`config.mk`:
```
export PLATFORM = sky130hd
export DESIGN_NAME = bank_fifo
export DESIGN_NICKNAME = d
export VERILOG_FILES = /design/src/interleave_pkg.sv /design/src/bank_fifo.sv
export SDC_FILE = /design/constraint.sdc
export NUM_CORES = 2
export LEC_CHECK = 0
export BUFFER_PORTS_ARGS = -buffer_cell sky130_fd_sc_hd__buf_2
export CAP_MARGIN = 15
export CORE_MARGIN = 2
export CORE_UTILIZATION = 39
export CTS_BUF_LIST = sky130_fd_sc_hd__clkbuf_16
export DETAILED_ROUTE_END_ITERATION = 10
export SKIP_CTS_REPAIR_TIMING = 1
export SYNTH_ARGS = -nofsm -noshare
export SYNTH_HDL_FRONTEND = slang
export SYNTH_SLANG_ARGS = --single-unit
```
`constraint.sdc`:
```
create_clock -name s_axis_aclk -period 13.1 [get_ports s_axis_aclk]
set_input_delay 0.655 -clock s_axis_aclk [delete_from_list [all_inputs] [get_ports s_axis_aclk]]
set_output_delay 0.655 -clock s_axis_aclk [all_outputs]
set_load 0.01 [all_outputs]
```
`src/interleave_pkg.sv`:
```
// Block interleaver shared definitions
// Stream widths, bank geometry, FIFO thresholds and the beat type that
// carries data, keep and last together through every stage
`default_nettype none

package interleave_pkg;

  //////////////////////////////
  // Stream widths
  //////////////////////////////
  localparam int data_w = 64;
  localparam int keep_w = data_w / 8;

  //////////////////////////////
  // Bank geometry
  //////////////////////////////
  localparam int bank_count = 8;
  localparam int burst_len  = 16;                     // Beats per bank per block
  localparam int block_len  = bank_count * burst_len; // 128 beats
  localparam int bank_depth = 32;

  // Writer pipeline can still push after the flag
  localparam int bank_afull_level = bank_depth - 2;

  //////////////////////////////
  // Output FIFO
  //////////////////////////////
  localparam int out_depth           = 16;
  localparam int out_prog_full_level = out_depth - 4; // Reader has two beats in flight

  // One stream beat, 73 bits
  typedef struct packed {
    logic [data_w-1:0] data;
    logic [keep_w-1:0] keep;
    logic              last;
  } beat_t;

  typedef logic [$clog2(bank_count)-1:0] bank_sel_t;

endpackage

`default_nettype wire
```
`src/bank_fifo.sv`:
```
// Bank FIFO
// Single-clock circular buffer holding one bank of the interleaver,
// with the head entry shown combinationally and count-based flags
`timescale 1ns/1ps
`default_nettype none

module bank_fifo import interleave_pkg::*; (
  input  logic  s_axis_aclk,
  input  logic  rst,
  input  logic  enq,
  input  beat_t wdata,
  input  logic  deq,
  output beat_t rdata,
  output logic  afull,
  output logic  empty
);

  beat_t mem [bank_depth];

  logic [$clog2(bank_depth)-1:0] wr_ptr;
  logic [$clog2(bank_depth)-1:0] rd_ptr;
  logic [$clog2(bank_depth):0]   count;   // 0 to bank_depth

  //////////////////////////////
  // Pointers and fill count
  //////////////////////////////
  always_ff @(posedge s_axis_aclk) begin
    if (rst) begin
      wr_ptr <= '0;
      rd_ptr <= '0;
      count  <= '0;
    end else begin
      if (enq) wr_ptr <= wr_ptr + 1'b1;  // Wraps at bank_depth
      if (deq) rd_ptr <= rd_ptr + 1'b1;
      case ({enq, deq})
        2'b10:   count <= count + 1'b1;
        2'b01:   count <= count - 1'b1;
        default: count <= count;
      endcase
    end
  end

  //////////////////////////////
  // Storage
  //////////////////////////////
  always_ff @(posedge s_axis_aclk) begin
    if (enq) begin
      mem[wr_ptr] <= wdata;
    end
  end

  assign rdata = mem[rd_ptr];

  // Flags
  assign empty = (count == '0);

  // Write landing this cycle already counts toward the level, which
  // covers the beats still in the writer pipeline
  assign afull = (count + enq) >= bank_afull_level;

endmodule

`default_nettype wire

```
# Word-level counts from Yosys, hierarchy flattened
# Memories as Yosys holds them, arrays and structs flattened. A register that Yosys moved wholly into a read port is not among the register bits.
# Cells that the tools add are included.
dict set report totals {
  reg_bits 16
  input_bits 77
  mem_count 1
  ramBits 2336
}
dict set report classes {
  n_reduce_logical 2
  eq_ne 2
  addsub 5
  mux 5
  order_cmp 1
}
# memory words word_bits read_ports rd_clocked_by_memory_dff wr line_no
set memory_table {}
lappend memory_table {mem 32 73 1 1 1 bank_fifo.sv:18} ;# beat_t mem [bank_depth];
# operator n
set op_table {}
lappend op_table {{$pmux W6 S2} 1}
lappend op_table {{$add A5 B1 Y5 const B} 2}
lappend op_table {{$mux W5} 2}
lappend op_table {{$add A6 B1 Y7} 1}
lappend op_table {{$ge A7 B5 Y1 const B} 1}
lappend op_table {{$add A6 B1 Y6 const B} 1}
lappend op_table {{$logic_not A6 Y1} 1}
lappend op_table {{$sub A6 B1 Y6 const B} 1}
lappend op_table {{$eq A2 B1 Y1 const B} 1}
lappend op_table {{$eq A2 B2 Y1 const B} 1}
lappend op_table {{$mux W1} 2}
lappend op_table {{$reduce_bool A2 Y1} 1}

# Longest topological paths before layout
dict set report logic_depth {
  ltp_word 3
  depth_mapped 11
  mapped_depth_nobuf 9
}

# Worst setup path after synthesis
# No wires, ideal clock.
dict set report synth_timing {
  path_kind {input -> register}
  from {input enq}
  to {memory mem[15][0] in the netlist's numbering, enable pin}
  slack_ns 8.302
  n_path_buf 1
  t_required_ns 12.594
  t_arrival_ns 4.292
  stages 3
  cell_sequence {clkbuf_1 -> nand2_1 -> nor2_1}
}
dict set report synth_between {
  elab_chain_len 2
}
# element line_no
set synth_lines {}
lappend synth_lines {{start, declared} bank_fifo.sv:10} ;# input logic enq,
lappend synth_lines {{$mux W1} bank_fifo.sv:47} ;# if (enq) begin
lappend synth_lines {{$mux W1 (not written as such)} bank_fifo.sv:48} ;# mem[wr_ptr] <= wdata;
lappend synth_lines {{end, declared} bank_fifo.sv:18}
# No other way between the ends.

==> impl_metrics.py <==
metrics = {
    "global_routing": {
        "grt_pass1_wl_um": 345000,
        "grt_max_degree": 137,
        "grt_overflow": 0,
        "grt_pass1_vias": 45600,
        "antenna_found_initial": 26,
        "grt.total_usage_pct": 20.6,
    },
    "power": {
        "p_leak_nw": 30.7,
        "pwr_density_cell_mw_per_mm2": 152,
        "vdd_drop_max_v": 0.000137,
        "p_total_w": 0.0155,
    },
    "clock_network": {
        "clk_pin_slew_ns": 0.06,
        "cts.sinks": 2357,
        "cts_max_level": 4,
        "cts.path.max_buffers": 3,
        "cts_buffers": 231,
        "cts_tree": "built",
        "clkLatencyLatePin_ns": 0.91,
        "root_buffer": "clkbuf_16",
    },
    "place": {
        "place_hpwl_um": 122000,
        "place_ws_ns": 7.28,
        "gp_congestion": 0.762,
        "portBuffers": 151,
    },
    "sta": {
        "worst-slew-pin-transition_ns": 1.21,
        "slew_violations": 0,
        "hold_viol": 0,
        "holdWs_ns": 0.161,
        "finalCritPeriodShare_pct": 50.5,
        "setup_tns_ns": 0,
        "clock.fmax_mhz": 151,
        "slew_headroom_pct": 19.4,
        "setup_ws_ns": 6.49,
        "rsz0062_at_grt": "no",
        "min_period_ns": 6.61,
        "clock_skew_ns": 0.0995,
        "setup_viol": 0,
    },
    "min_path": {
        "min-delay-start": "rst",
        "hold_depth": 2,
        "whs_endpoint": "wr_ptr[4]",
        "hold_path_class": "input pin to flop",
    },
    "critical_path": {
        "reg2reg_slack_ns": 9.09,
        "cp-start-kind": "flop",
        "arrival_ns": 5.96,
        "rr_worst_depth": 5,
        "r2r-end": "mem[15][69]",
        "critPathCaptureType": "output port",
        "cp_data_required_time_ns": 12.44,
        "timing.rr.start": "wr_ptr[0]",
        "path_class": "flop to output port",
        "crit_fanout": 41,
    },
    "yosys": {
        "synthCells": 4417,
        "yosysSeqAreaShare_pct": 78.4,
        "syn_area_mm2": 0.0900,
        "synth_warnings": 0,
        "syn_avg_cell_area_um2": 20.4,
        "yosysUniqueCellTypes": 48,
        "netlist_top_cells_area": "edfxtp_1 78%, mux4_2 7.4%, mux2i_1 6.2%",
        "async_reset_ff_share_pct": 0,
        "ys_ff_latch": 2357,
        "synth.top_cell.area_share_pct": 78.0,
        "synth_edf_count": 2336,
        "synth_ff_type": "edfxtp_1",
        "synth_top_area_cell": "edfxtp_1",
        "syn-num-nets": 4504,
    },
    "routing": {
        "drt_iter0_markers": 5193,
        "drt-pass1-iter-count": 6,
        "vias": 45400,
        "wl_per_cell_um": 31.0,
        "routed_wl_um": 244000,
        "antenna_left": 0,
        "drc": 0,
        "vias_per_cell": 5.77,
    },
    "die": {
        "row_count": 176,
        "dieHeight_um": 484,
        "coreArea_mm2": 0.230,
        "initial_utilization_pct": 39.2,
        "io_pins": 152,
        "die_w_um": 484,
        "die_area_mm2": 0.235,
    },
    "final_layout": {
        "n_fill_cell": 19500,
        "final_layout_size_suffix_gt1_share_pct": 19.2,
        "layout.nets": 4738,
        "syn2layout_area_growth_pct": 13.1,
    },
    "outcome": {
        "outcome": "complete, no violations",
    },
    "job": {
        "drv_cap": 0,
    },
}
-- where the power goes --
part | switching [W] | internal [W] | total (W)
clock network | 0.00287 | 0.00340 | 0.00627
logic | 0.000541 | 0.000328 | 0.000869
registers | 0.0000321 | 0.00834 | 0.00837
-- metal layers --
| layer | wire [µm] | vias to the layer above | global-route usage, % | part of all wire [%] |
|---|---|---|---|---|
| met2 | 121000 | 1821 | 34.2 | 50 |
| li1 | - | 18800 | - | - |
| met1 | 99000 | 24400 | 28.0 | 41 |
| met3 | 18200 | 366 | 3.47 | 7.5 |
| met4 | 5490 | 16 | 5.41 | 2.2 |
| met5 | 92 | - | 0 | 0.038 |
-- logic make-up after synthesis --
group / count (synthesis) / share of synthesized area [%]
flops: 2357 / 78.4
mux: 857 / 13.6
compound gates: 477 / 3.72
simple gates: 437 / 2.53
buf+inv: 267 / 1.42
xor+xnor: 12 / 0.117
fa+ha+maj: 10 / 0.139
-- sequential cells by signal (all words and copies together), names as in the netlist, named ones only --
name    cells
wr_ptr      5
rd_ptr      5
mem      2336
count       6
-- worst max-delay path: stages (launching register included) --
cell	delay, ns
dfxtp_4	0.84
buf_4	0.72
buf_4	0.68
buf_4	0.75
nor2b_2	0.72
buf_4	0.33
a22oi_1	0.09
nand3_1	0.10
nand4_1	0.37
buf_2	0.29
-- worst max path at each step --
| stage | start | endpoint |
|---|---|---|
| after detailed placement | flop | rdata[3] |
| after global routing | flop | rdata[3] |
| after global placement | flop | rdata[3] |
| after CTS | flop | rdata[3] |
| final | flop | rdata[3] |
| after floorplan | enq | mem[15][0] |
-- cell type report --
type                    count  area, µm²  share of cell area, %
inverters                   5       18.8                 0.0184
multi-input cells        1793      18500                   18.1
flip-flops and latches   2357      70600                   69.4
clock buffers             232       5810                   5.71
clock inverters           194       1410                   1.38
repair buffers            263       1680                   1.65
diodes                      7       17.5                 0.0172
well taps                3026       3790                   3.72
-- cells in the final DEF (no fill, tap or decap), types with 44 or more instances in the layout --
master,Yosys,final
a22oi_1,272,272
a21oi_1,114,114
clkbuf_16,0,232
buf_2,129,151
clkinv_1,0,63
inv_1,5,58
nand4_1,75,75
a32oi_1,53,53
mux4_2,296,296
nand2_1,66,66
clkinv_2,0,44
edfxtp_1,2336,2336
mux2i_1,561,561
nand3_1,147,147
buf_4,16,106
-- cell usage after synthesis (3+ instances only) --
library cell,number
edfxtp_1,2336
mux2i_1,561
mux4_2,296
a22oi_1,272
nand3_1,147
buf_2,129
a21oi_1,114
clkbuf_1,100
nand4_1,75
nand2_1,66
a32oi_1,53
nor2_1,53
nor2b_1,46
dfxtp_1,21
and3_1,20
a211oi_1,19
buf_4,16
ha_1,10
buf_1,8
xor2_1,8
buf_6,7
inv_1,5
o21ai_0,5
and2_1,4
nand2b_1,4
o22ai_1,4
or3_1,4
xnor2_1,4
nand3b_1,3
nor2_2,3
-- through the flow --
step	instances	cell area (µm²)	utilization, %
4_1_cts	7869	102000	44.3
3_3_place_gp	7443	94500	41.1
3_5_place_dp	7443	94500	41.1
6_report	7877	102000	44.3
2_1_floorplan	4417	90000	-
5_1_grt	7874	102000	44.3
No activity file was read; power rests on OpenSTA's default activity.
