===== src/interleave_pkg.sv =====
// Block interleaver shared definitions
// Stream widths, bank geometry, FIFO thresholds and the beat type that
// carries data, keep and last together through every stage
`default_nettype none

package interleave_pkg;

  //////////////////////////////
  // Stream widths
  //////////////////////////////
  localparam int data_w = 64;
  localparam int keep_w = data_w / 8;

  //////////////////////////////
  // Bank geometry
  //////////////////////////////
  localparam int bank_count = 8;
  localparam int burst_len  = 16;                     // Beats per bank per block
  localparam int block_len  = bank_count * burst_len; // 128 beats
  localparam int bank_depth = 32;

  // Writer pipeline can still push after the flag
  localparam int bank_afull_level = bank_depth - 2;

  //////////////////////////////
  // Output FIFO
  //////////////////////////////
  localparam int out_depth           = 16;
  localparam int out_prog_full_level = out_depth - 4; // Reader has two beats in flight

  // One stream beat, 73 bits
  typedef struct packed {
    logic [data_w-1:0] data;
    logic [keep_w-1:0] keep;
    logic              last;
  } beat_t;

  typedef logic [$clog2(bank_count)-1:0] bank_sel_t;

endpackage

`default_nettype wire

===== src/stream_out_fifo.sv =====
// Output FIFO of the interleaver
// First-word-fall-through buffer for the reordered stream; the head beat
// is valid whenever the FIFO holds data, prog_full throttles the reader
`timescale 1ns/1ps
`default_nettype none

module stream_out_fifo import interleave_pkg::*; (
  input  logic  s_axis_aclk,
  input  logic  rst,
  input  logic  wr_valid,
  input  beat_t wr_beat,
  output logic  prog_full,
  output logic  m_valid,
  input  logic  m_ready,
  output beat_t m_beat
);

  beat_t mem [out_depth];

  logic [$clog2(out_depth)-1:0] wr_ptr;
  logic [$clog2(out_depth)-1:0] rd_ptr;
  logic [$clog2(out_depth):0]   count;
  logic                         pop;

  assign pop = m_valid & m_ready;

  //////////////////////////////
  // Pointers, count and flag
  //////////////////////////////
  always_ff @(posedge s_axis_aclk) begin
    if (rst) begin
      wr_ptr    <= '0;
      rd_ptr    <= '0;
      count     <= '0;
      prog_full <= 1'b0;
    end else begin
      if (wr_valid) wr_ptr <= wr_ptr + 1'b1;
      if (pop)      rd_ptr <= rd_ptr + 1'b1;
      case ({wr_valid, pop})
        2'b10:   count <= count + 1'b1;
        2'b01:   count <= count - 1'b1;
        default: count <= count;
      endcase
      prog_full <= (count >= out_prog_full_level);  // One cycle behind count
    end
  end

  //////////////////////////////
  // Storage
  //////////////////////////////
  always_ff @(posedge s_axis_aclk) begin
    if (wr_valid) begin
      mem[wr_ptr] <= wr_beat;
    end
  end

  // Head beat falls through, valid the cycle after the first write
  assign m_valid = (count != '0);
  assign m_beat  = mem[rd_ptr];

  // Twelve entries plus the reader's two in flight still fit in the
  // sixteen slots, so the writer side needs no ready

endmodule

`default_nettype wire


===== config.mk =====
export PLATFORM = sky130hd
export DESIGN_NAME = stream_out_fifo
export DESIGN_NICKNAME = d
export VERILOG_FILES = /design/src/interleave_pkg.sv /design/src/stream_out_fifo.sv
export SDC_FILE = /design/constraint.sdc
export NUM_CORES = 1
export LEC_CHECK = 0
export BUFFER_PORTS_ARGS = -buffer_cell sky130_fd_sc_hd__buf_2
export CELL_PAD_IN_SITES_DETAIL_PLACEMENT = 1
export CELL_PAD_IN_SITES_GLOBAL_PLACEMENT = 1
export CORE_AREA = 2 2 384 291
export CTS_CLUSTER_SIZE = 16
export DETAILED_ROUTE_END_ITERATION = 10
export DIE_AREA = 0 0 386 293
export PLACE_DENSITY_LB_ADDON = 0.2
export SYNTH_ARGS = -nofsm -noshare
export SYNTH_HDL_FRONTEND = slang
export SYNTH_SLANG_ARGS = --single-unit

===== constraint.sdc =====
create_clock -name s_axis_aclk -period 4.6 [get_ports s_axis_aclk]
set_input_delay 0.69 -clock s_axis_aclk [delete_from_list [all_inputs] [get_ports s_axis_aclk]]
set_output_delay 0.69 -clock s_axis_aclk [all_outputs]
set_load 0.02 [all_outputs]

# [Yosys cells after proc, flatten, opt, wreduce, memory -nomap -nowiden]
# Memories as Yosys holds them, arrays and structs flattened. A register that Yosys moved wholly into a read port is not among the register bits.
# Cells that the tools add are included.
# Widths: inputs -> output; s select.
[totals] reg_bits=14 ram_bits=1168 output_inout_bits=75 latch_bits=0 in_bits=77 rom_bits=0 mem_count=1
[op_classes] n_div=0 bitwise_logic=1 shifts=0 reduce_logical=2 add_sub_neg=4 mul=0 order_cmp=1 eq_ne=2 muxes=5
[mem_list] name="mem" depth=16 width=73 read_ports=1 rd_ports_with_merged_regs=1 wr=1 line_no="stream_out_fifo.sv:18" source="beat_t mem [out_depth];"
[op_table] op="$pmux 5 s2" count=1
[op_table] op="$add 4x1->4 const B" count=2
[op_table] op="$mux 4" count=2
[op_table] op="$add 5x1->5 const B" count=1
[op_table] op="$ge 5x4->1 const B" count=1
[op_table] op="$reduce_bool 5->1" count=1
[op_table] op="$sub 5x1->5 const B" count=1
[op_table] op="$eq 2x1->1 const B" count=1
[op_table] op="$eq 2x2->1 const B" count=1
[op_table] op="$mux 1" count=2
[op_table] op="$reduce_bool 2->1" count=1
[op_table] op="$and 1x1->1" count=1

# [Logic depth before layout (Yosys ltp)]
# Gate-level depths: netlist of run 1.
[logic_depth] depth_word=4 ltp_mapped=11

# [Worst setup path before layout of run 1]
# Ideal clock, no wire load.
[synth_timing] path_kind="input to register" from="input port wr_valid" to="memory mem[10][0] (netlist name), enable pin" path_buffers=1 cell_stages=4 t_arrival_ns=3.080 path_slack_ns=1.081 cell_sequence="clkbuf_1 > inv_1 > nor3b_1 > and2_1"
[synth_via] elab_chain_len=2
[synth_lines] element="from (decl)" line_no="stream_out_fifo.sv:10" source="input logic wr_valid,"
[synth_lines] element="$mux 1" line_no="stream_out_fifo.sv:52" source="if (wr_valid) begin"
[synth_lines] element="$mux 1 (implied by the code)" line_no="stream_out_fifo.sv:53" source="mem[wr_ptr] <= wr_beat;"
[synth_lines] element="to (decl)" line_no="stream_out_fifo.sv:18"
# No other way between the ends.

==> results of run 1 <==
[flip-flops by register name (all words and copies together) (netlist names), named ones only]
signal     count
prog_full      1
mem         1168
count          5
wr_ptr         4
rd_ptr         4
[power by group]
group,switching [uW],leakage (uW),total [uW],internal (uW)
Combinational,1840,0.00347,3470,1630
Clock,4060,0.00181,9400,5340
Sequential,164,0.0107,12200,12000
[per-layer routing]
metal  track usage, %  vias up
met4            4.223       18
met3            3.681      168
met2            32.06      480
met1            26.86    11294
met5                0        -
li1                 -     8581
[placed cells by master, fill, tap and decap left out, drive strengths merged, types with 8 or more instances in the layout]
master  Yosys  layout
edfxtp   1168    1168
mux4      292     292
buf        49     204
a22oi     146     146
clkbuf     50     142
nand2      77      77
clkinv      0      48
dfxtp      18      18
and2       17      17
nor2       14      14
bufinv      0      12
inv         6      10
ha          8       8
[path summary, 6_finish.rpt]
path / slack [ns] / end / cells past startpoint
max: 0.70 / m_beat[41] / 6
min: 0.32 / flip-flop / 3
max reg2reg: 1.18 / count[4]$_SDFFE_PP0P_ / 10
min reg2reg: 0.51 / flip-flop / 2
[tightest hold or removal path, cell delays in order]
cell and delay, ns:
buf_2 0.13, nand3_1 0.08, a21oi_1 0.07
[layout make-up]
| class | count | share of cell area (%) |
|---|---|---|
| Tap cell | 1444 | 3.528 |
| Multi-Input combinational cell | 605 | 16.90 |
| Clock inverter | 70 | 1.361 |
| Antenna cell | 2 | 0.009772 |
| Timing Repair Buffer | 204 | 3.059 |
| Inverter | 6 | 0.04397 |
| Sequential cell | 1186 | 69.20 |
| Clock buffer | 142 | 5.900 |
[cells by family after synthesis]
kind of cell               Yosys count  share of synthesized area [%]
DFF                               1186                          79.69
muxes                              296                          14.88
AOI/OAI and AO/OA                  161                          2.710
and+or+nand+nor                    132                          1.345
buffers and inverters              105                         0.9877
xor gates and xnor gates             8                         0.1576
adders and majority gates            8                         0.2251
[per-stage QoR]
stage / util (%) / total power [uW] / area, sq um / std cells / setup WS [ns]
2_1_floorplan: - / 14810 / 44460 / 1896 / 1.081
4_1_cts: 47.02 / 25410 / 51210 / 3657 / 0.5837
5_1_grt: 47.03 / 25980 / 51220 / 3659 / 0.4706
3_5_place_dp: 43.61 / 15980 / 47490 / 3445 / 1.205
6_report: 47.03 / 25060 / 51220 / 3659 / 0.6987
3_3_place_gp: 43.61 / 15930 / 47490 / 3445 / 1.204
==> results.md, run 1 <==
- CP cell instances: buf_12 -> buf_4 -> mux4_2 -> a22oi_1 -> nand2_1 -> buf_2
- Yosys top cell area share: 78.88%
- Worst-margin pin slew: 0.9678 ns
- Area Overhead vs Synth: 15.19%
- Final HPWL DP: 54530 um
- Synthesized flop and latch total: 1186
- Worst clock skew: 0.02003 ns
- Number of global-route vias before repair: 22441
- Crit share post-route: 84.81%
- WL per Instance: 29.32 um
- WHS: 0.3201 ns
- Core Area: 108900 sq um
- Largest area contributor in the netlist: edfxtp_1
- Worst path bufs/invs: 3
- Worst skew pair latency: 0.72 ns
- Top cells by area, synth: edfxtp_1, mux4_2, a22oi_1
- GRT overflow: 0
- Total Wirelength: 107300 um
- H-tree levels: 3
- Die height: 293 um
- Top delay family on crit path: flip-flops
- Synth cell count leaders: edfxtp_1, mux4_2, a22oi_1
- All-Layer GR Usage: 19.38%
- Mapped cell area: 44460 sq um
- Avg Cell Area, Syn: 23.45 sq um
- Number of I/O pins: 152
- CTS resizes: 0
- CP max-delay cell: dfxtp_4
- Clock tree sinks: 1186
- Post-CTS setup buffers: 0
- WP data arrival: 3.21 ns
- Initial cell density of the core: 40.83%
- ANT nets after route: 0
- Post-synth EDFFs: 1168
- Syn Nets: 1981
- Root buffer cell: clkbuf_16
- Multi-input gate area: 8656 sq um
- Outcome: finished, final reports clean
- Largest net degree at the start of global routing: 52
- Setup_tns: 0 ns
- CTS Buffer Depth: 3
- Netlist cell types: 37
- Power Density: 489.3 nW/um^2
- Tightest Hold Check Type: in -> reg
- Setup crit end kind: output port
- Met2 WL: 53400 um
- CP Launch Type: flip-flop
- Leak pwr: 0.01598 uW
- Sequential share of the synthesized area: 79.69%
- Final setup vio count: 0
- VDD IR max: 335.6 uV
- Fin crit period: 3.901 ns
- CTS tree: yes
- Max incr delay on CP: 0.85 ns
- Worst Path Required: 3.91 ns
- Max Used Layer: met5
- Rows: 105
- RSZ-0062 raised after global routing: no
- Hold buffer count at CTS: 0
- Initial antenna violation count: 19
- Worst r2r src: count[1]$_SDFFE_PP0P_
- Register area: 35440 sq um
- # nets final: 2203
- First-pass GRT wire length: 158200 um
- Final hold vios: 0
- DR vias/cell: 5.614
- Total number of vias: 20541
- Crit Path Class: reg -> out
- Max FO, Critical Path: 29
- Count of warnings emitted by yosys: 0
- Initial detailed-routing violation count: 1574
- GPL Wtd Cong: 0.6992
- Share of cells above drive strength 1: 31.13%
- Clock input transition at the sequential cells of the worst setup and hold paths: 0.07 ns
- Hold Startpoint: m_ready
- Die W: 386 um
- Total CTS buffers: 115
- Top-count cell post-synth: edfxtp_1
- Slew Viols, Final: 0
- M1 wire length: 46580 um
- Rel. slew slack: 35.48%
- Max Clk Rate: 256.3 MHz
- Max Cap Viol: 0
- Die ar.: 113100 sq um
- Routed wl met3: 5070 um
- Fillers: 9706
- Post-synth ARST share: 0%
- DRC Markers: 0
- Most used DFF post-synth: edfxtp_1
- IO Port Bufs: 151
- Router iterations before antenna repair: 5
- Post-Syn Instances: 1896
(Power assumes the default switching activity.)
==> inputs of run 2 (changes only) <==
Settings changed: ABC_AREA set to 1, CORE_AREA 2 2 384 291 to 2 2 403 305, DIE_AREA 0 0 386 293 to 0 0 405 307.
Clock period 4.6 ns to 3.4 ns, I/O delays scaled along.
==> run 2 against run 1 <==
Synthesized cell count up 100%. Sequential cell count did not move. Clock skew increased by 0.020 ns. Final area up 9.3%. Non-clock buffer count rose by 48. Critical path depth did not move.
==> results.md, run 2 <==
- Worst-margin pin slew: 0.8654 ns
- Post-CTS setup buffers: 0
- Slew Viols, Final: 0
- Post-route setup slack: 0.2025 ns
- CTS Buffer Depth: 3
- Fin crit period: 3.197 ns
- Max incr delay on CP: 0.53 ns
- Final setup vio count: 0
- Die height: 307 um
- CP Launch Type: flip-flop
- Yosys top cell area share: 71.61%
- Core Area: 121000 sq um
- Largest Register: mem
- Largest net degree at the start of global routing: 118
- Final cell count without fillers: 5692
- WP depth: 6
- Post-Syn Instances: 3814
- R2R depth: 16
- Synth Area in Compound Gates: 12.08%
- Post-synth EDFFs: 1168
- Placed insts: 5461
- Top flop regs: mem x1168, count x5
- Max FO, Critical Path: 116
- First-pass GRT wire length: 195800 um
- GRT overflow: 0
- Worst path bufs/invs: 2
- Placed Area: 52080 sq um
- Hold buffer count at CTS: 0
- VDD IR max: 492.7 uV
- Max Cap Viol: 0
- CP max-delay cell: dfxtp_4
- RSZ-0062 raised after global routing: no
- ANT nets after route: 0
- Tightest Hold Check Type: in -> reg
- Number of I/O pins: 152
- Commonest non-fill, non-tap cell in the layout: edfxtp_1
- Crit path top cell by count: nand3_1
- Mapped cell area: 48980 sq um
- Post-layout util: 46.29%
- CTS resizes: 0
- Largest area contributor in the netlist: edfxtp_1
- Root buffer cell: clkbuf_16
- Outcome: finished, final reports clean
- Final hold vios: 0
- Rel. slew slack: 42.17%
- WL per Instance: 22.90 um
- IO Port Bufs: 151
- Number of global-route vias before repair: 30275
- Worst Path Required: 2.89 ns
- CTS tree: yes
- Setup_tns: 0 ns
- Final instance area: 55990 sq um
- Clock input transition at the sequential cells of the worst setup and hold paths: 0.06 ns
- Sequential share of the synthesized area: 72.34%
- CP cell instances: buf_12 -> o211ai_1 -> nand3_1 -> nand3_1 -> nand2_1 -> buf_2
- Crit Path Class: reg -> out
- Router iterations before antenna repair: 5
- Setup crit end kind: output port
- DRC Markers: 0
- GPL Wtd Cong: 0.7314
- Initial cell density of the core: 40.49%
- Post-Synth XOR/XNOR Area: 0.07152%
- Area Overhead vs Synth: 14.31%
- Clock tree sinks: 1186
- Post-Synth Simple-Gate Area: 7.806%
- WP data arrival: 2.69 ns
- Crit share post-route: 94.04%
- Synth Area in Adders: 0.2044%
- All-Layer GR Usage: 21.02%
- Most frequent cells in the layout: edfxtp_1, inv_1, nand3_1
- Initial detailed-routing violation count: 2267
- Setup slack at placement: 0.9424 ns
- Syn Nets: 3899
- Synth cell count leaders: edfxtp_1, inv_1, nand3_1
- # nets final: 4029
- Final HPWL DP: 67850 um
- Total CTS buffers: 119
- Synthesized flop and latch total: 1186
- Total number of vias: 29864
- Share of cells above drive strength 1: 14.47%
- Most used DFF post-synth: edfxtp_1
- Die W: 405 um
- Worst r2r src: count[1]$_SDFFE_PP0P_
- Worst skew pair latency: 0.73 ns
- Top cells by area, synth: edfxtp_1, inv_1, nand3_1
- Leak pwr: 0.01983 uW
- H-tree levels: 3
- WHS Path Cells: 2
- Netlist cell types: 22
- Max Clk Rate: 312.7 MHz
- Post-synth ARST share: 0%
- Largest register FFs: 1168
- Mux cell area share after synthesis: 0%
- DR vias/cell: 5.247
- Rows: 111
- Worst clock skew: 0.04004 ns
- Count of warnings emitted by yosys: 0
- Top-count cell post-synth: edfxtp_1
- Die ar.: 124300 sq um
- Main combinational cell family by area after synthesis: compound AO/OA/AOI/OAI gates
- Avg Cell Area, Syn: 12.84 sq um
- Top delay family on crit path: buffers and inverters
- Total Wirelength: 130300 um
- Hold Startpoint: wr_valid
- Initial antenna violation count: 17
- Power Density: 692.8 nW/um^2
==> run 2: changes by cell type after synthesis, sizes merged, moves of 5 or more <==
cell    delta
a21oi    +298
a22oi    -146
and2      -17
buf      +105
clkbuf    +39
inv      +600
mux4     -292
nand2    +319
nand3    +442
nor2      +12
nor2b      -5
o211ai   +292
o21ai    +299
==> run 2: kinds of logic (layout without fill, tap and decap cells) <==
logic type / after synthesis / after routing
AO/OA/AOI/OAI: 898 / 898
XOR/XNOR: 4 / 4
adder cells (fa/ha/maj): 8 / 8
buffers and inverters: 849 / 1084
flip-flops: 1186 / 1186
other: 0 / 5
AND/OR/NAND/NOR: 869 / 869
==> run 2: area by class of cell <==
type                    count  area (sq um)
clock inverters            82         780.7
clock buffers             144          3114
well taps                1638          2049
inverters                 606          2285
multi-input cells        1779          9997
fillers                 12333         64980
repair buffers            252          2302
flip-flops and latches   1186         35450
diodes                      5         12.51
==> run 2: report_power, final <==
group | internal (uW) | leakage, uW | switching, uW | total [uW]
Clock | 7510 | 0.00190 | 5680 | 13200
Sequential | 16300 | 0.0107 | 161 | 16400
Combinational | 2970 | 0.00722 | 6180 | 9160
Total | 26800 | 0.0198 | 12000 | 38800
==> run 2: metal layers <==
| metal | track usage [%] | share of wire (%) |
|---|---|---|
| met5 | 0 | 0.057 |
| met4 | 4.868 | 1.9 |
| met3 | 2.949 | 4.3 |
| met2 | 33.73 | 47 |
| met1 | 30.34 | 47 |
==> run 2: per-stage QoR <==
stage                     hold WS (ns)  power, uW
final                          0.08366      38790
after global routing           0.07736      40700
after CTS                      0.02223      39260
after detailed placement        0.4996      26010
after global placement          0.4765      25860
after floorplan                 0.4593      23300
==> run 2: final timing paths <==
path	to	slack, ns
hold / removal	wr_ptr[0]$_SDFFE_PP0P_	0.08
hold reg to reg	flip-flop	0.50
setup / recovery	m_beat[61]	0.20
setup reg to reg	count[4]$_SDFFE_PP0P_	1.01
