--- src/interleave_pkg.sv ---
// Block interleaver shared definitions
// Stream widths, bank geometry, FIFO thresholds and the beat type that
// carries data, keep and last together through every stage
`default_nettype none

package interleave_pkg;

  //////////////////////////////
  // Stream widths
  //////////////////////////////
  localparam int data_w = 64;
  localparam int keep_w = data_w / 8;

  //////////////////////////////
  // Bank geometry
  //////////////////////////////
  localparam int bank_count = 8;
  localparam int burst_len  = 16;                     // Beats per bank per block
  localparam int block_len  = bank_count * burst_len; // 128 beats
  localparam int bank_depth = 32;

  // Writer pipeline can still push after the flag
  localparam int bank_afull_level = bank_depth - 2;

  //////////////////////////////
  // Output FIFO
  //////////////////////////////
  localparam int out_depth           = 16;
  localparam int out_prog_full_level = out_depth - 4; // Reader has two beats in flight

  // One stream beat, 73 bits
  typedef struct packed {
    logic [data_w-1:0] data;
    logic [keep_w-1:0] keep;
    logic              last;
  } beat_t;

  typedef logic [$clog2(bank_count)-1:0] bank_sel_t;

endpackage

`default_nettype wire
--- src/bank_if.sv ---
// Bank bus of the interleaver
// Shared write beat plus per-bank enqueue, dequeue, head data and flags
`timescale 1ns/1ps
`default_nettype none

interface bank_if import interleave_pkg::*; ();

  // Write side, one beat broadcast to all banks
  beat_t                 wdata;
  logic [bank_count-1:0] enq;
  logic [bank_count-1:0] afull;

  // Read side
  beat_t                 rdata [bank_count]; // Head entry of each bank
  logic [bank_count-1:0] deq;
  logic [bank_count-1:0] empty;

  modport writer (
    output wdata, enq,
    input  afull
  );

  modport reader (
    output deq,
    input  rdata, empty
  );

  // Bank side of the bus
  modport store (
    input  wdata, enq, deq,
    output rdata, afull, empty
  );

endinterface

`default_nettype wire

--- src/interleave_writer.sv ---
// Interleaver write side
// Registers each accepted beat, counts accepts to pick the target bank
// and enqueues the beat there one cycle later; ready follows bank full-soon
`timescale 1ns/1ps
`default_nettype none

module interleave_writer import interleave_pkg::*; (
  input  logic  s_axis_aclk,
  input  logic  rst,
  input  logic  in_valid,
  output logic  in_ready,
  input  beat_t in_beat,
  bank_if.writer banks
);

  logic [$clog2(block_len)-1:0] acc_cnt;      // Position inside the block
  logic [$clog2(block_len)-1:0] acc_cnt_next;
  logic                         accept;
  bank_sel_t                    cur_sel;
  bank_sel_t                    next_sel;

  // Stage 1 registers
  beat_t     d1_beat;
  logic      d1_valid;
  bank_sel_t d1_sel;

  assign accept       = in_valid & in_ready;
  assign acc_cnt_next = acc_cnt + accept;  // Wraps after block_len

  // Bank advances every burst_len accepts
  assign cur_sel  = bank_sel_t'(acc_cnt / burst_len);
  assign next_sel = bank_sel_t'(acc_cnt_next / burst_len);

  //////////////////////////////
  // Control
  //////////////////////////////
  always_ff @(posedge s_axis_aclk) begin
    if (rst) begin
      acc_cnt   <= '0;
      d1_valid  <= 1'b0;
      in_ready  <= 1'b0;
      banks.enq <= '0;
    end else begin
      acc_cnt   <= acc_cnt_next;
      d1_valid  <= accept;
      in_ready  <= ~banks.afull[next_sel];  // Bank of the next accept
      banks.enq <= d1_valid ? (bank_count'(1) << d1_sel) : '0;
    end
  end

  //////////////////////////////
  // Payload pipeline
  //////////////////////////////
  always_ff @(posedge s_axis_aclk) begin
    d1_beat     <= in_beat;
    d1_sel      <= cur_sel;
    banks.wdata <= d1_beat;  // Stage 2, lines up with enq
  end

endmodule

`default_nettype wire

--- src/flat_wrapper.sv ---
// flat-port wrapper written by rule: the top's interface ports become plain ports
module interleave_writer_flat import interleave_pkg::*;
  (s_axis_aclk, rst, in_valid, in_ready, in_beat, banks_wdata, banks_enq, banks_afull);
  bank_if banks_i ();
  input  logic s_axis_aclk;
  input  logic rst;
  input  logic in_valid;
  output logic in_ready;
  input  beat_t in_beat;
  output wire logic [$bits(banks_i.wdata)-1:0] banks_wdata;
  output wire logic [$bits(banks_i.enq)-1:0] banks_enq;
  input wire logic [$bits(banks_i.afull)-1:0] banks_afull;
  assign banks_wdata = banks_i.wdata;
  assign banks_enq = banks_i.enq;
  assign banks_i.afull = banks_afull;
  interleave_writer u_core (.s_axis_aclk(s_axis_aclk), .rst(rst), .in_valid(in_valid), .in_ready(in_ready), .in_beat(in_beat), .banks(banks_i));
endmodule
--- config.mk ---
export PLATFORM = sky130hd
export DESIGN_NAME = interleave_writer_flat
export DESIGN_NICKNAME = d
export VERILOG_FILES = /design/src/interleave_pkg.sv /design/src/bank_if.sv /design/src/interleave_writer.sv /design/src/flat_wrapper.sv
export SDC_FILE = /design/constraint.sdc
export NUM_CORES = 1
export LEC_CHECK = 0
export BUFFER_PORTS_ARGS = -buffer_cell sky130_fd_sc_hd__buf_4
export CAP_MARGIN = 20
export CORE_MARGIN = 5
export CORE_UTILIZATION = 41
export DETAILED_ROUTE_END_ITERATION = 10
export PLACE_DENSITY = 0.75
export RECOVER_POWER = 25
export SYNTH_ARGS = -nofsm -noshare
export SYNTH_HDL_FRONTEND = slang
export SYNTH_SLANG_ARGS = --single-unit
--- constraint.sdc ---
create_clock -name s_axis_aclk -period 3 [get_ports s_axis_aclk]
set_input_delay 0.15 -clock s_axis_aclk [delete_from_list [all_inputs] [get_ports s_axis_aclk]]
set_output_delay 0.15 -clock s_axis_aclk [all_outputs]
set_load 0.01 [all_outputs]
# After elaboration in Yosys (flattened, before gate mapping)
# Index checks and enable logic that the tools add are counted.
[totals]
reg_bits = 166
input_bits = 84
output_inout_bits = 82
word_cells = 20
[classes]
addsub = 1
order_cmp = 1
shifts = 1
muxes = 2
bitwise = 3
n_reduce_logical = 1
[ops]
columns = ["cell", "count"]
rows = [
  ["1-bit by 3-bit << shifter with 8-bit output, first input constant", 1],
  ["7-bit by 1-bit adder with 7-bit output", 1],
  ["3-bit by 4-bit less-than comparator with 1-bit output, second input constant", 1],
  ["1-bit binary-select mux with 3-bit select", 1],
  ["1-bit NOT", 2],
  ["2-bit OR reduction", 1],
  ["1-bit AND", 1],
  ["1-bit 2-to-1 mux", 1],
]

# Logic depth before layout (Yosys ltp)
# Gate-level depths: netlist (run 1).
[depth]
word_depth = 5
mapped_depth = 8
depth_no_buf = 8

# Worst setup path after synthesis (run 1)
# Ideal clock, no wire load.
[synth_timing]
path_kind = "reg-to-reg"
from = "register u_core.in_ready"
to = "register u_core.in_ready"
setup_time_ns = 0.126
arrival_ns = 1.893
slack_ns = 0.981
path_stages_with_launch = 9
period_less_slack_ns = 2.019
cell_sequence = "dfxtp_1 and2_1 ha_1 ha_1 nand3_2 xor2_4 mux2i_1 mux4_2 nor2b_4"
[synth_via]
elab_chain_len = 5
[synth_rtl]
columns = ["item", "line_no", "text"]
rows = [
  ["from (decl)", "interleave_writer.sv:11", "output logic in_ready,"],
  ["from (signal assigned)", "interleave_writer.sv:46", "in_ready <= ~banks.afull[next_sel];"],
  ["1-bit AND", "interleave_writer.sv:27", "assign accept = in_valid & in_ready;"],
  ["named net u_core.accept", "interleave_writer.sv:18", "logic accept;"],
  ["7-bit by 1-bit adder with 7-bit output", "interleave_writer.sv:28", "assign acc_cnt_next = acc_cnt + accept;"],
  ["1-bit binary-select mux with 3-bit select", "interleave_writer.sv:46", ""],
  ["1-bit 2-to-1 mux (not written as such)", "interleave_writer.sv:46", ""],
  ["1-bit NOT", "interleave_writer.sv:46", ""],
]
# The timed path passes the listed nets, and every way through them passes these cells. The select of a mux whose other input is x is not followed.
# A chain may end at the register's enable or synchronous reset.

# Worst setup path in the final report (run 1)
# Ends and elaborated chain as after synthesis.

==> key figures, run 1 <==
Run status
  – Outcome: completed

Logic synthesis
  – Synthesized area: 3640 µm²
  – Synthesis Warnings: 0
  – Dominant cells by area after synthesis: dfxtp_1 (91%), nor2_1 (1.2%), mux2i_1 (1.1%), xor2_4 (0.76%), ha_1 (0.69%)
  – Mux cell area share after synthesis: 1.72%
  – Leading area contributor after synthesis: dfxtp_1
  – Syn nets: 295
  – Synthesized instance count: 209
  – Avg Inst Size Synth: 17.4 µm²
  – Main combinational cell family by area after synthesis: simple AND/OR/NAND/NOR gates
  – Synth Area in Adders: 0.688%
  – Post-synthesis sequential element count: 166
  – Simple-gate share of the synthesized area: 4.40%
  – Synth cell types: 19
  – Post-Synth XOR/XNOR Area: 1.72%
  – Complex-gate fraction of the synthesized area: 0%
  – Top cell type's share of synthesized area: 91.4%
  – Register area share after synthesis: 91.4%

Timing
  – Rel. slew slack: 82.1%
  – Final min period: 2080 ps
  – Endpoints failing hold: 0
  – Slew Limit Fails: 0
  – Setup tns final: 0 ps
  – Least-Margin Pin Slew: 269 ps
  – RSZ-0062 raised after global routing: no
  – Crit share post-route: 69.5%
  – Clock Skew: 10.2 ps
  – Max Freq: 480 MHz
  – Final setup viols: 0

Floorplan
  – Die W: 104 µm
  – Die Y: 104 µm
  – FP Rows: 34
  – # IOs: 166
  – Initial Util: 41.9%
  – Core area: 8680 µm²
  – Die area: 10900 µm²

Routing
  – Routed wire length: 8790 µm
  – DRT iter0 DRCs: 64
  – Via density: 4.02
  – Pre-antenna DRT Iters: 4
  – DRC Markers: 0
  – Antenna Nets Post-Route: 0
  – Wire per inst: 15.0 µm
  – Via Count: 2360

Clock network
  – CTS root buf: clkbuf_8
  – Cts repair resizes: 0
  – Max clock buf depth: 2
  – CTS tree: done
  – Clk slew on worst S/H paths: 60 ps
  – Clock sink total: 166
  – Postcts setup bufs: 0
  – CTS HTree Levels: 4
  – CTS Buf Count: 17
  – Clk Latency, worst-skew pair: 500 ps

Setup path
  – Crit end category: flop
  – Reg2Reg Setup Slack: 920 ps
  – Worst Path Required: 3400 ps
  – Arrival time of the worst setup path: 2480 ps
  – CP Max Fanout: 5
  – Startpoint Class: flop
  – Setup CP Type: flop to flop

GRT
  – GRT Util Overall: 16.7%
  – First-pass GRT wire length: 13900 µm
  – Largest net degree at the start of global routing: 17
  – Initial antenna violation count: 0
  – Gr ovfl total: 0
  – Vias in the first global route: 2667

Layout
  – Area grow syn2layout: 73.2%
  – Most common cell after layout, fill and taps aside: dfxtp_1
  – Fillcell total: 526
  – Commonest non-fill, non-tap cells in the layout: dfxtp_1 (166), buf_4 (132), dlygate4sd3_1 (74)
  – Reg area: 3320 µm²
  – Share of layout cells above drive strength 1: 41.8%
  – Multi-input gate area: 310 µm²
  – # diodes: 0
  – Nets: 552
  – Fin util: 72.6%

Min path
  – Hold Path Class: primary input to flop

Job
  – Max-Cap Viols: 0

Power
  – Peak supply drop: 0.411 mV
  – Leakage: 2.89 nW
  – Power Dens Cells: 728 nW/µm²

Placed design
  – # port buffers: 165
  – GP Congestion: 0.721
  – HPWL after DPL: 5270 µm
==> metrics by stage <==
step	hold slack (ps)	total power, W	worst slack (ps)	cell area [µm²]	cells
after floorplan	178	0.00242	981	3640	209
after global placement	254	0.00258	957	5010	481
after detailed placement	256	0.00259	901	5010	481
after CTS	24.2	0.00461	889	6300	587
after global routing	44.7	0.00475	772	6300	587
final	46.3	0.00459	916	6300	587
==> kinds of logic after synthesis <==
family,after synthesis
XOR/XNOR,5
flip-flops,166
adder cells (fa/ha/maj),2
AND/OR/NAND/NOR,30
multiplexers,5
buffers and inverters,1
==> worst paths after layout <==
kind | endpoint | from | cells past startpoint
hold / removal | u_core.d1_valid | in_valid | 3
setup reg to reg | u_core.in_ready | u_core.in_ready | 8
setup / recovery | u_core.in_ready | u_core.in_ready | 8
hold reg to reg | u_core.banks.wdata[20] | u_core.d1_beat[20] | 0
==> routing by layer <==
layer  track usage [%]  routed length [µm]
met1              16.1                3160
met2              32.7                5060
met3              6.21                 495
met4              4.16                  72
met5                 0                   0
==> repair_timing <==
action | CTS | global route
hold endpoints to repair | 82 | 0
hold buffers | 74 | 0
endpoints found under the setup margin | 0 | 0
==> cell usage after synthesis <==
library cell,count
ha_1,2
nand3b_1,1
nand3_2,1
xor2_1,2
mux4_2,1
or3b_1,1
nand3_1,2
and2_1,1
xor2_4,1
nor2b_4,1
dfxtp_1,166
clkbuf_1,1
nor2b_1,4
nor2_1,12
nand2_1,3
nor3_1,2
mux2i_1,4
xnor2_1,2
nand2b_1,2
==> critical path: stages, from the launching register on <==
cell and delay (ps):
dfxtp_1 330, and2_1 140, ha_1 180, ha_1 220, nand3_2 130, xor2_4 260
mux2i_1 110, mux4_2 480, nor2b_4 140
==> where the power goes <==
group          switching, W  internal [W]  leakage, nW  total, W
combinational     0.0000875      0.000194         1.23  0.000281
clock              0.000861       0.00110        0.263   0.00196
sequential        0.0000307       0.00231         1.39   0.00234
==> registers in the layout (all words and copies together) (netlist names) <==
| signal | flops |
|---|---|
| u_core.d1_valid | 1 |
| u_core.d1_sel | 3 |
| u_core.in_ready | 1 |
| u_core.banks.wdata | 73 |
| u_core.acc_cnt | 7 |
| u_core.banks.enq | 8 |
| u_core.d1_beat | 73 |
==> area by class of cell <==
cell class	count	area share (%)
multi-input combinational	42	4.93
timing repair buffer	239	31.4
clock inverter	11	1.45
clock buffer	21	7.29
sequential	166	52.8
tap	108	2.15
Note: power is estimated with default switching activity, not from simulation.
==> run 2: changes to the inputs <==
Clock period 3 ns to 1.98 ns, I/O delays scaled along.
==> key figures, run 2 (same netlist as run 1, synthesis figures left out) <==
Routing
  – Met2 WL: 5350 µm
  – DRC Markers: 0
  – Top layer reached by signal wires: met4
  – Antenna Nets Post-Route: 0
  – M1 WL: 2890 µm
  – Wire per inst: 15.1 µm
  – Met3 WL: 575 µm
  – Pre-antenna DRT Iters: 4
  – Routed wire length: 8990 µm
  – DRT iter0 DRCs: 49
  – Via density: 4.12
  – Via Count: 2449

Placed design
  – Placed cells: 484
  – GP Congestion: 0.761
  – Pre-CTS setup slack: -55.3 ps
  – # port buffers: 165

Power
  – Leakage: 2.93 nW
  – Peak supply drop: 0.551 mV
  – Power Dens Cells: 1100 nW/µm²
  – Total power: 0.00705 W

Setup path
  – Startpoint Class: flop
  – Crit path launch: u_core.in_ready
  – Setup CP Type: flop to flop
  – Crit end category: flop
  – Arrival time of the worst setup path: 2330 ps
  – Worst r2r src: u_core.in_ready
  – Worst Path Required: 2380 ps
  – CP Max Fanout: 5

Layout
  – Multi-input gate area: 363 µm²
  – # diodes: 0
  – Biggest regs: u_core.banks.wdata (73), u_core.d1_beat (73), u_core.banks.enq (8)
  – Most common cell after layout, fill and taps aside: dfxtp_1
  – Final cell count without fillers: 594
  – Fillcell total: 549
  – Nets: 559
  – Reg area: 3320 µm²
  – Share of layout cells above drive strength 1: 43.8%
  – Area grow syn2layout: 76.8%
  – Commonest non-fill, non-tap cells in the layout: dfxtp_1 (165), buf_4 (110), dlygate4sd3_1 (75)

Clock network
  – CTS Buf Count: 17
  – CTS tree: done
  – Clock sink total: 166
  – Clk Latency, worst-skew pair: 500 ps
  – Clk slew on worst S/H paths: 60 ps
  – CTS root buf: clkbuf_8
  – CTS HTree Levels: 4
  – Max clock buf depth: 2

GRT
  – First-pass GRT wire length: 14200 µm
  – GRT Util Overall: 17.2%
  – Vias in the first global route: 2731
  – Initial antenna violation count: 0
  – Gr ovfl total: 0
  – Largest net degree at the start of global routing: 17

Floorplan
  – Initial Util: 41.9%
  – Die area: 10900 µm²
  – # IOs: 166
  – Die Y: 104 µm
  – Die W: 104 µm
  – FP Rows: 34
  – Core area: 8680 µm²

Timing
  – Final WS setup: 46.6 ps
  – Clock Skew: 7.24 ps
  – Crit share post-route: 97.6%
  – Final min period: 1930 ps
  – Fin Hold WS: 197 ps
  – Endpoints failing hold: 0
  – Max Freq: 517 MHz
  – Setup tns final: 0 ps
  – Rel. slew slack: 81.9%
  – RSZ-0062 raised after global routing: yes
  – Least-Margin Pin Slew: 271 ps
  – Final setup viols: 0
  – Slew Limit Fails: 0

Run status
  – Outcome: completed

Job
  – Max-Cap Viols: 0

Min path
  – Worst hold start: banks_afull[5]
  – Hold Path Class: primary input to flop
-- run 2: per-layer routing --
layer  vias to the layer above  GRT usage, %
met4                         0          6.94
met1                      1138          15.3
li1                       1192             -
met2                       105          34.1
met5                         -             0
met3                        14          6.27
-- run 2: timing repair --
item / in CTS / in global routing
hold endpoints to repair: 82 / 0
pin swaps: 4 / 4
endpoints found under the setup margin: 1 / 1
buffers inserted: 0 / 3
resized for setup: 6 / 1
hold buffers: 75 / 0
-- run 2: final timing paths --
check	endpoint	slack, ps	depth (start not counted)
worst max-delay path	u_core.in_ready	50	8
worst min-delay path	u_core.in_ready	200	4
worst max register to register	u_core.in_ready	50	8
worst min register to register	u_core.banks.wdata[51]	330	0
-- run 2: layout make-up --
| cell class | instances | share of cell area, % |
|---|---|---|
| clock buffer | 19 | 6.71 |
| clock inverter | 13 | 2.20 |
| tap | 108 | 2.10 |
| multi-input combinational | 42 | 5.64 |
| timing repair buffer | 246 | 31.6 |
| sequential | 166 | 51.7 |
-- run 2: through the flow --
stage          util, %  cell area (µm²)
5_1_grt           74.1             6430
3_5_place_dp      58.2             5050
4_1_cts           73.8             6400
6_report          74.1             6430
2_1_floorplan        -             3660
3_3_place_gp      58.2             5050
-- run 2: power breakdown --
group / switching [W] / leakage (nW) / internal, W
Combinational: 0.000135 / 1.26 / 0.000295
Clock: 0.00132 / 0.276 / 0.00174
Sequential: 0.0000477 / 1.39 / 0.00350
Total: 0.00151 / 2.93 / 0.00554
-- run 2: worst max-delay path, stage by stage (launching register included) --
cell and delay, ps:
dfxtp_2 330, and2_4 150, ha_4 140, ha_4 160
nand3_4 90, xor2_4 270, mux2i_1 100, mux4_2 470
nor2b_4 130
==> run 3: changes to the inputs <==
Settings changed: CORE_MARGIN 5 to 2.
==> key figures, run 3 (same netlist as run 1, synthesis figures left out) <==
Floorplan
  – Die area: 9640 µm²
  – Die W: 98.2 µm
  – Die Y: 98.2 µm
  – Initial Util: 41.9%
  – Core area: 8680 µm²
  – FP Rows: 34
  – # IOs: 166

Clock network
  – Clk Latency, worst-skew pair: 510 ps
  – CTS tree: done
  – Max clock buf depth: 2
  – CTS root buf: clkbuf_8
  – CTS HTree Levels: 4
  – CTS Buf Count: 17
  – Clk slew on worst S/H paths: 60 ps
  – Post-CTS Hold Buffers: 80
  – Clock sink total: 166

Power
  – Power Dens Cells: 1100 nW/µm²
  – Total power: 0.00710 W
  – Leakage: 2.96 nW
  – Peak supply drop: 0.488 mV

Timing
  – Least-Margin Pin Slew: 279 ps
  – RSZ-0062 raised after global routing: yes
  – Endpoints failing hold: 2
  – Final setup viols: 0
  – Rel. slew slack: 81.4%
  – Fin Hold WS: -166 ps
  – Max Freq: 515 MHz
  – Clock Skew: 7.61 ps
  – Slew Limit Fails: 0
  – Crit share post-route: 98.1%
  – Setup tns final: 0 ps
  – Final min period: 1940 ps

GRT
  – Initial antenna violation count: 0
  – Largest net degree at the start of global routing: 17
  – GRT Util Overall: 18.5%
  – Vias in the first global route: 2685
  – Gr ovfl total: 0
  – First-pass GRT wire length: 13200 µm

Setup path
  – Crit path cell chain: and2_4 > ha_4 > ha_4 > nand2_1 > nor2_2 > xor2_2 > mux4_2 > nor2b_4
  – Arrival time of the worst setup path: 2340 ps
  – Reg2Reg Setup Slack: 40 ps
  – Setup CP Type: flop to flop
  – Crit end category: flop
  – CP peak stage delay: 520 ps
  – Worst Path Required: 2380 ps
  – CP Max Fanout: 3
  – Slowest-stage cell, CP: mux4_2
  – Startpoint Class: flop
  – Most common cell on crit path: ha_4

Routing
  – DRT iter0 DRCs: 41
  – Pre-antenna DRT Iters: 4
  – Via density: 4.06
  – Wire per inst: 14.3 µm
  – Routed wire length: 8520 µm
  – Antenna Nets Post-Route: 0
  – Via Count: 2413
  – DRC Markers: 0

Layout
  – # diodes: 0
  – Most common cell after layout, fill and taps aside: dfxtp_1
  – Biggest regs: u_core.banks.wdata (73), u_core.d1_beat (73), u_core.banks.enq (8)
  – Share of layout cells above drive strength 1: 42.9%
  – Fin util: 74.4%
  – Final cell count without fillers: 595
  – Nets: 560
  – Commonest non-fill, non-tap cells in the layout: dfxtp_1 (165), buf_4 (106), dlygate4sd3_1 (80)
  – Area grow syn2layout: 77.4%

Run status
  – Outcome: finished, violations left
  – Failing checks: hold timing

Job
  – Max-Cap Viols: 0

Placed design
  – # port buffers: 165
  – Placed cells: 483
  – GP Congestion: 0.736
  – HPWL after DPL: 4890 µm

Min path
  – Hold Path Class: primary input to flop
==> run 3: cell type report <==
| cell class | instances | area, µm² |
|---|---|---|
| Tap cell | 108 | 135 |
| Clock buffer | 20 | 455 |
| Sequential cell | 166 | 3320 |
| Timing Repair Buffer | 247 | 2050 |
| Fill cell | 521 | 2230 |
| Multi-Input combinational cell | 42 | 355 |
| Clock inverter | 12 | 128 |
==> run 3: power by group <==
part	total [W]	switching [W]	internal, W	leakage, nW
Combinational	0.000425	0.000131	0.000294	1.28
Sequential	0.00355	0.0000477	0.00350	1.39
Clock	0.00313	0.00132	0.00181	0.286
Total	0.00710	0.00150	0.00560	2.96
==> run 3: repair_timing <==
action	CTS	global route
pin swaps	3	2
hold endpoints to repair	82	2
setup buffers	0	0
gates resized for setup	3	2
setup endpoints to repair	1	1
==> run 3: critical path: cells and delay by family, from the launching register on <==
| kind | cells | cell delay [ps] |
|---|---|---|
| mux | 1 | 520 |
| flops | 1 | 330 |
| simple gates | 4 | 480 |
| xor+xnor | 1 | 180 |
| fa+ha+maj | 2 | 310 |
==> run 3: layer usage <==
metal	global-route usage, %	part of all wire, %	up-vias	routed length [µm]
li1	-	-	1191	-
met2	36.1	58	99	4960
met5	0	0	-	0
met1	16.4	34	1109	2850
met4	6.95	1.2	0	103
met3	8.45	7.0	14	594
==> run 3: worst paths after layout <==
kind | depth (start not counted) | from | end
setup / recovery | 8 | u_core.in_ready | u_core.in_ready
hold / removal | 2 | rst | u_core.in_ready
setup reg to reg | 8 | u_core.in_ready | u_core.in_ready
hold reg to reg | 0 | u_core.d1_beat[64] | u_core.banks.wdata[64]
==> run 3: per-stage QoR <==
step / instance area (µm²) / setup slack [ps]
floorplan: 3660 / 0.159
global placement: 5040 / -11.4
finish: 6450 / 37.8
CTS: 6440 / -7.36
global route: 6450 / -39.7
detailed placement: 5040 / -42.8
